File: config.mk
export PLATFORM = sky130hd
export DESIGN_NAME = gem_cluster_decode
export DESIGN_NICKNAME = d
export VERILOG_FILES = /design/src/design/gem_cluster_pkg.sv /design/src/design/gem_cluster_decode.sv
export VERILOG_INCLUDE_DIRS = /design/src /design/src/include
export SDC_FILE = /design/constraint.sdc
export NUM_CORES = 1
export LEC_CHECK = 0
export ABC_AREA = 1
export CAP_MARGIN = 20
export CORE_MARGIN = 3
export CORE_UTILIZATION = 40
export DETAILED_ROUTE_END_ITERATION = 16
export DONT_BUFFER_PORTS = 1
export GPL_ROUTABILITY_DRIVEN = 0
export PLACE_DENSITY = 0.62
export SYNTH_ARGS = -nofsm -noshare
export SYNTH_HDL_FRONTEND = slang
export SYNTH_SLANG_ARGS = --single-unit
File: constraint.sdc
create_clock -name clock -period 4.7 [get_ports clock]
set_input_delay 1.175 -clock clock [delete_from_list [all_inputs] [get_ports clock]]
set_output_delay 1.175 -clock clock [all_outputs]
set_load 0.005 [all_outputs]
File: src/include/gem_params.svh
`ifndef GEM_PARAMS_SVH
`define GEM_PARAMS_SVH

// ------------------------------
// cluster link format
// ------------------------------
`define GEM_MXCLST      4     // clusters per bunch crossing
`define GEM_CLSTBITS    14    // size + address bits per cluster word

// ------------------------------
// chamber geometry
// ------------------------------
`define GEM_MXFEB       24    // front-end boards per chamber
`define GEM_INVALID_FEB 24    // feb code for vfat 24..31
`define GEM_INVALID_PAD 192   // pad code for vfat 24..31

// ------------------------------
// storage
// ------------------------------
`define GEM_RAM_ADRB    11    // raw hits ram, 2048 bx deep
`define GEM_INJ_ADRB    10    // injector ram, 1024 tbins deep
`define GEM_TBIN_BITS   12    // injector tbin counter width

`endif

File: src/design/gem_cluster_pkg.sv
`include "gem_params.svh"

package gem_cluster_pkg;

  // ------------------------------
  // cluster word, two decodes
  // ------------------------------

  // address part of a cluster, natural vfat id on top
  typedef struct packed {
    logic [4:0] vfat;                          // vfat number, 24..31 unmapped
    logic [5:0] strip;                         // pad within the vfat
  } cluster_adr_t;

  // trigger view of the word
  typedef struct packed {
    logic [2:0]   size;                        // cluster size
    cluster_adr_t adr;                         // 11 bit address
  } cluster_fields_t;

  // storage view, each half gets its own parity in the raw ram
  typedef struct packed {
    logic [`GEM_CLSTBITS/2-1:0] upper;         // bits 13:7
    logic [`GEM_CLSTBITS/2-1:0] lower;         // bits 6:0
  } cluster_halves_t;

  typedef union packed {
    cluster_fields_t f;                        // size/vfat/strip
    cluster_halves_t h;                        // upper/lower half
  } cluster_word_t;

  // ------------------------------
  // decoded coordinates
  // ------------------------------
  typedef logic [4:0] feb_t;                   // 0..23, 24 = none
  typedef logic [2:0] roll_t;                  // eta partition 0..7
  typedef logic [7:0] pad_t;                   // pad in roll 0..191, 192 = none
  typedef logic [`GEM_MXFEB-1:0] feb_list_t;   // one bit per feb

endpackage

File: src/design/gem_cluster_decode.sv
`timescale 1ns/100ps
`include "gem_params.svh"

module gem_cluster_decode
  import gem_cluster_pkg::*;
(
  input  logic                   clock,
  input  logic                   sm_reset,
  input  cluster_word_t          cluster [`GEM_MXCLST],       // clusters this bx
  output feb_t                   cluster_feb [`GEM_MXCLST],   // front-end board
  output roll_t                  cluster_roll [`GEM_MXCLST],  // eta partition
  output pad_t                   cluster_pad [`GEM_MXCLST],   // pad in the roll
  output logic [`GEM_MXCLST-1:0] vpf,                         // valid flags
  output feb_list_t              active_feb_list              // febs hit last bx
);

  feb_list_t feb_list_next;                                   // or of this bx

  // ------------------------------
  // vfat to feb/roll/pad map
  // ------------------------------
  // three vfats across each roll, eight rolls, feb numbered column-major
  for (genvar i = 0; i < `GEM_MXCLST; i++) begin : g_map
    roll_t      vfat_row;                                     // v / 3
    logic [1:0] vfat_col;                                     // v mod 3

    // address 11xxxxxxxxx marks an empty slot, same as vfat 24..31
    assign vpf[i] = ~(cluster[i].f.adr.vfat[4:3] == 2'b11);

    assign vfat_row = 3'(cluster[i].f.adr.vfat / 5'd3);       // only used for v < 24
    assign vfat_col = 2'(cluster[i].f.adr.vfat % 5'd3);

    assign cluster_roll[i] = vpf[i] ? vfat_row : '0;
    assign cluster_feb[i]  = vpf[i] ? {vfat_col, vfat_row}    // row + 8 * col
                                    : feb_t'(`GEM_INVALID_FEB);
    assign cluster_pad[i]  = vpf[i] ? {vfat_col, cluster[i].f.adr.strip}  // 64 * col + strip
                                    : pad_t'(`GEM_INVALID_PAD);
  end

  // ------------------------------
  // active feb list
  // ------------------------------
  always_comb begin
    feb_list_next = '0;
    for (int i = 0; i < `GEM_MXCLST; i++) begin
      if (vpf[i]) begin
        feb_list_next[cluster_feb[i]] = 1'b1;                 // feb < 24 when valid
      end
    end
  end

  always_ff @(posedge clock) begin
    if (sm_reset) begin
      active_feb_list <= '0;
    end else begin
      active_feb_list <= feb_list_next;                       // one bx after the clusters
    end
  end

endmodule

Word-level counts from Yosys, hierarchy flattened
Index checks and enable logic that the tools add are counted.
{ "classes": {"mux": 24, "n_lt_le_gt_ge": 8, "bitwise": 7, "div_mod_pow": 8, "n_eq_ne": 4, "reduce_logical": 4} }
{ "op_table": {"columns": ["operator", "n"], "rows": [
  ["$mux 24", 4],
  ["$or 24x24->24", 3],
  ["$mux 8", 4],
  ["$lt 5x6->1 const B", 4],
  ["$demux 1 s5", 4],
  ["$div 5x2->5 const B", 4],
  ["$ge 5x1->1 const B", 4],
  ["$mod 5x2->5 const B", 4],
  ["$mux 5", 4],
  ["$mux 3", 4],
  ["$eq 2x2->1 const B", 4],
  ["$logic_and 1x1->1", 4],
  ["$mux 1", 4],
  ["$not 1->1", 4]
]} }
{ "totals": {"out_inout_bits": 92, "word_cells": 56, "in_bits": 58, "ff_bits": 24} }

Logic depth before layout (Yosys ltp)
{ "logic_depth": {"ltp_word": 13, "mapped_depth": 24, "ltp_nobuf": 24} }

Worst setup path before layout
OpenSTA, ideal clock, no wires.
{ "synth_path": {"kind": "input-to-output", "from": "input port cluster[37] (netlist bit)", "to": "output port cluster_pad[23] (netlist bit)", "required_ns": 3.525, "arrival_ns": 3.221, "setup_slack_ns": 0.304, "cell_stages": 19, "path_buffers": 3, "cell_sequence": "clkbuf_1 ha_1 inv_1 nand2_2 nand2_1 nand3_2 nand2_1 nand2_1 nand2_1 clkinv_1 ha_1 inv_1 nand3_2 a21oi_4 nand3_4 nand2_2 nand3_4 buf_6 buf_4"} }
{ "synth_lines": {"columns": ["element", "line", "rtl"], "rows": [
  ["from (decl)", "gem_cluster_decode.sv:9", "input cluster_word_t cluster [`GEM_MXCLST],"],
  ["to (decl)", "gem_cluster_decode.sv:12", "output pad_t cluster_pad [`GEM_MXCLST],"]
]} }

Worst setup path after layout
{ "layout_path": {"from": "input port cluster[38] (netlist bit)", "to": "output port cluster_pad[22] (netlist bit)"} }
{ "layout_via": {"elab_chain_cells": 2, "elab_cells_between_ends": 3, "cone_classes": "div: 1; eq/ne: 1; mux: 1"} }
{ "layout_rtl": {"columns": ["element", "line", "rtl"], "rows": [
  ["$mod 5x2->5 / $eq 2x2->1 (equally long branches)", "gem_cluster_decode.sv:31, gem_cluster_decode.sv:28", null],
  ["$mux 8 *", "gem_cluster_decode.sv:36", "assign cluster_pad[i] = vpf[i] ? {vfat_col, cluster[i].f.adr.strip}"]
]} }
Mark *: on every way between the ends. The rest lies on a longest branch, timed or not.

==> results.py <==
metrics = {
    "run_status": {
        "status": "finished, final reports clean",
    },
    "logic_synthesis": {
        "avgSynthCellArea_um2": 5.76,
        "syn_area_mm2": 0.00323,
        "yosysWarnings": 0,
        "synth_top_area_cell": "dfxtp_1",
        "syn_nets": 628,
        "netlist.area_leader.share": 0.149,
        "ys_ff_latch": 24,
        "ys_seq_area_frac": 0.149,
        "ys_top_cells_by_area": "dfxtp_1, nand2_1, inv_1, nor2_1, nand4_1",
        "synth.distinct_cells": 32,
        "syn_inst": 560,
    },
    "layout": {
        "area_growth_pct": -0.582,
        "reg.largest.list": "active_feb_list (24)",
        "final_nets": 604,
        "fillers": 863,
        "layout_common_cells": "nand2_1, inv_1, nor2_1",
        "fin_cells": 637,
        "top_register": "active_feb_list",
        "final_common_cell": "nand2_1",
        "drive_above_1_share": 0.118,
        "diodes": 0,
        "finish.utilization": 0.413,
        "largest_reg_flops": 24,
        "fin_area_mm2": 0.00321,
    },
    "placement": {
        "hpwl_um": 6900,
        "placedCellCount": 633,
        "dpl_worst_slack_ns": 0.345,
        "portBuffers": 0,
        "place_area_mm2": 0.00315,
    },
    "drt": {
        "drtIter0Drc": 215,
        "post_drt_wl_per_cell_um": 12.8,
        "drc": 0,
        "vias": 3254,
        "dr.pass1.iters": 5,
        "drt_wl_total_um": 8170,
        "vias_per_cell": 5.11,
        "postRouteAntennaNets": 0,
    },
    "timing": {
        "fin_ws_ns": 0.347,
        "maxSlewViolCount": 0,
        "setup_tns_ns": 0,
        "holdWs_ns": 0.980,
        "relSlewSlack": 0.668,
        "finalCritPeriodShare": 0.926,
        "fin_crit_ns": 4.35,
        "setup_viol": 0,
        "hold_viol": 0,
        "worst_slew_pin_slew_ns": 0.497,
        "max_freq_mhz": 230,
        "rsz0062_at_grt": "false",
    },
    "setup_path": {
        "crit_fanout": 11,
        "slowest_stage": "ha_1",
        "required_ns": 3.52,
        "path_class": "primary input to primary output",
        "cp-end-kind": "primary output",
        "start_kind": "primary input",
        "cp.arrival_ns": 3.18,
        "crit_chain": "ha_1 -> inv_1 -> nand2_2 -> nand2_1 -> nand3_2 -> nand2_1 -> nand2_1 -> nand2_1 -> clkinv_1 -> ha_1 -> inv_1 -> nand3_2 -> a21oi_4 -> nand4_1 -> nand3_4",
        "cp_common_cell": "nand2_1",
        "crit_family": "simple AND/OR/NAND/NOR gates",
        "max_stage_delay_ns": 0.28,
        "cp_num_buf_inv": 3,
    },
    "power": {
        "finalPower_mw": 0.801,
        "power_leakage_nw": 1.72,
        "ir_worst_vdd_uv": 99.0,
        "power_density_mw_per_mm2": 250,
    },
    "global_routing": {
        "grt_pass1_wl_um": 13100,
        "track_usage": 0.172,
        "grt_pass1_vias": 2939,
        "antenna_found_initial": 0,
        "grt_max_degree": 25,
        "grt-ovfl-total": 0,
    },
    "floorplan": {
        "die_h_um": 95.8,
        "io_pins": 150,
        "rows": 32,
        "dieArea_mm2": 0.00918,
        "initial_core_util": 0.415,
        "core_mm2": 0.00777,
        "die_w_um": 95.8,
    },
    "hold_path": {
        "min_to": "active_feb_list[3]$_SDFF_PP0_",
        "min_from": "sm_reset",
        "min_path_type": "primary input to register",
        "hold-path-cell-count": 1,
    },
    "cts": {
        "cts_buffer_depth": 2,
        "cts_setup_buffers": 0,
        "cts_tree": "yes",
        "clk_pin_slew_ns": 0.08,
        "holdBufCountCts": 0,
        "clockRootBuffer": "clkbuf_8",
        "cts-resized-gates": 0,
        "cts_inserted_buffers": 3,
        "cts.sinks": 24,
        "h-tree-depth": 1,
    },
    "job": {
        "max_cap_violations": 0,
    },
}
## worst max path at each step
stage	start	endpoint	slack [ns]	cells after the start
CTS	cluster[38]	cluster_pad[22]	0.34	15
floorplan	cluster[37]	cluster_pad[23]	0.30	19
global route	cluster[38]	cluster_pad[23]	0.10	16
finish	cluster[38]	cluster_pad[22]	0.35	15
detailed placement	cluster[38]	cluster_pad[22]	0.34	15
global placement	cluster[38]	cluster_pad[22]	0.42	15
## cell type report
| class | instances | area, um^2 | area share |
|---|---|---|---|
| multi-input combinational | 382 | 2050 | 0.639 |
| timing repair buffer | 2 | 15.0 | 0.00468 |
| tap | 102 | 128 | 0.0398 |
| clock buffer | 4 | 55.1 | 0.0172 |
| sequential | 24 | 480 | 0.150 |
| inverter | 123 | 480 | 0.150 |
## cell usage after synthesis
cell and count:
a21oi_1 27, a21oi_4 1, buf_2 2, buf_4 20
buf_6 3, clkbuf_1 6, clkinv_1 13, clkinv_2 1
clkinv_4 2, dfxtp_1 24, ha_1 10, inv_1 98
inv_2 7, inv_4 1, inv_6 1, nand2_1 110
nand2_2 13, nand2_4 2, nand3_1 40, nand3_2 12
nand3_4 6, nand3b_1 3, nand4_1 49, nor2_1 90
nor2_2 2, nor2_4 4, nor2_8 1, o21ai_0 1
o21ai_1 4, o21ai_2 4, o21bai_1 1, xor2_1 2
## routing by layer
metal / up-vias / part of all wire / track usage / wire length (um)
met2: 138 / 0.48 / 0.321 / 3920
met4: 0 / 0.018 / 0.0403 / 146
met3: 10 / 0.068 / 0.0195 / 555
met1: 1408 / 0.43 / 0.208 / 3550
li1: 1698 / - / - / -
met5: - / 0 / 0 / 0
## power breakdown
part           switching [mW]  total, mW  internal, mW
logic                   0.319      0.436         0.117
registers             0.00996      0.232         0.222
clock network          0.0589      0.133        0.0745
total                   0.388      0.801         0.413
## cell families (layout without fill, tap and decap cells)
| family | after synthesis | in the layout | synth area share |
|---|---|---|---|
| adder cells (fa/ha/maj) | 10 | 10 | 0.0388 |
| XOR/XNOR | 2 | 2 | 0.00543 |
| flip-flops | 24 | 24 | 0.149 |
| AO/OA/AOI/OAI | 38 | 38 | 0.0679 |
| AND/OR/NAND/NOR | 332 | 332 | 0.523 |
| buffers and inverters | 154 | 129 | 0.216 |
No activity file was read; power rests on OpenSTA's default activity.
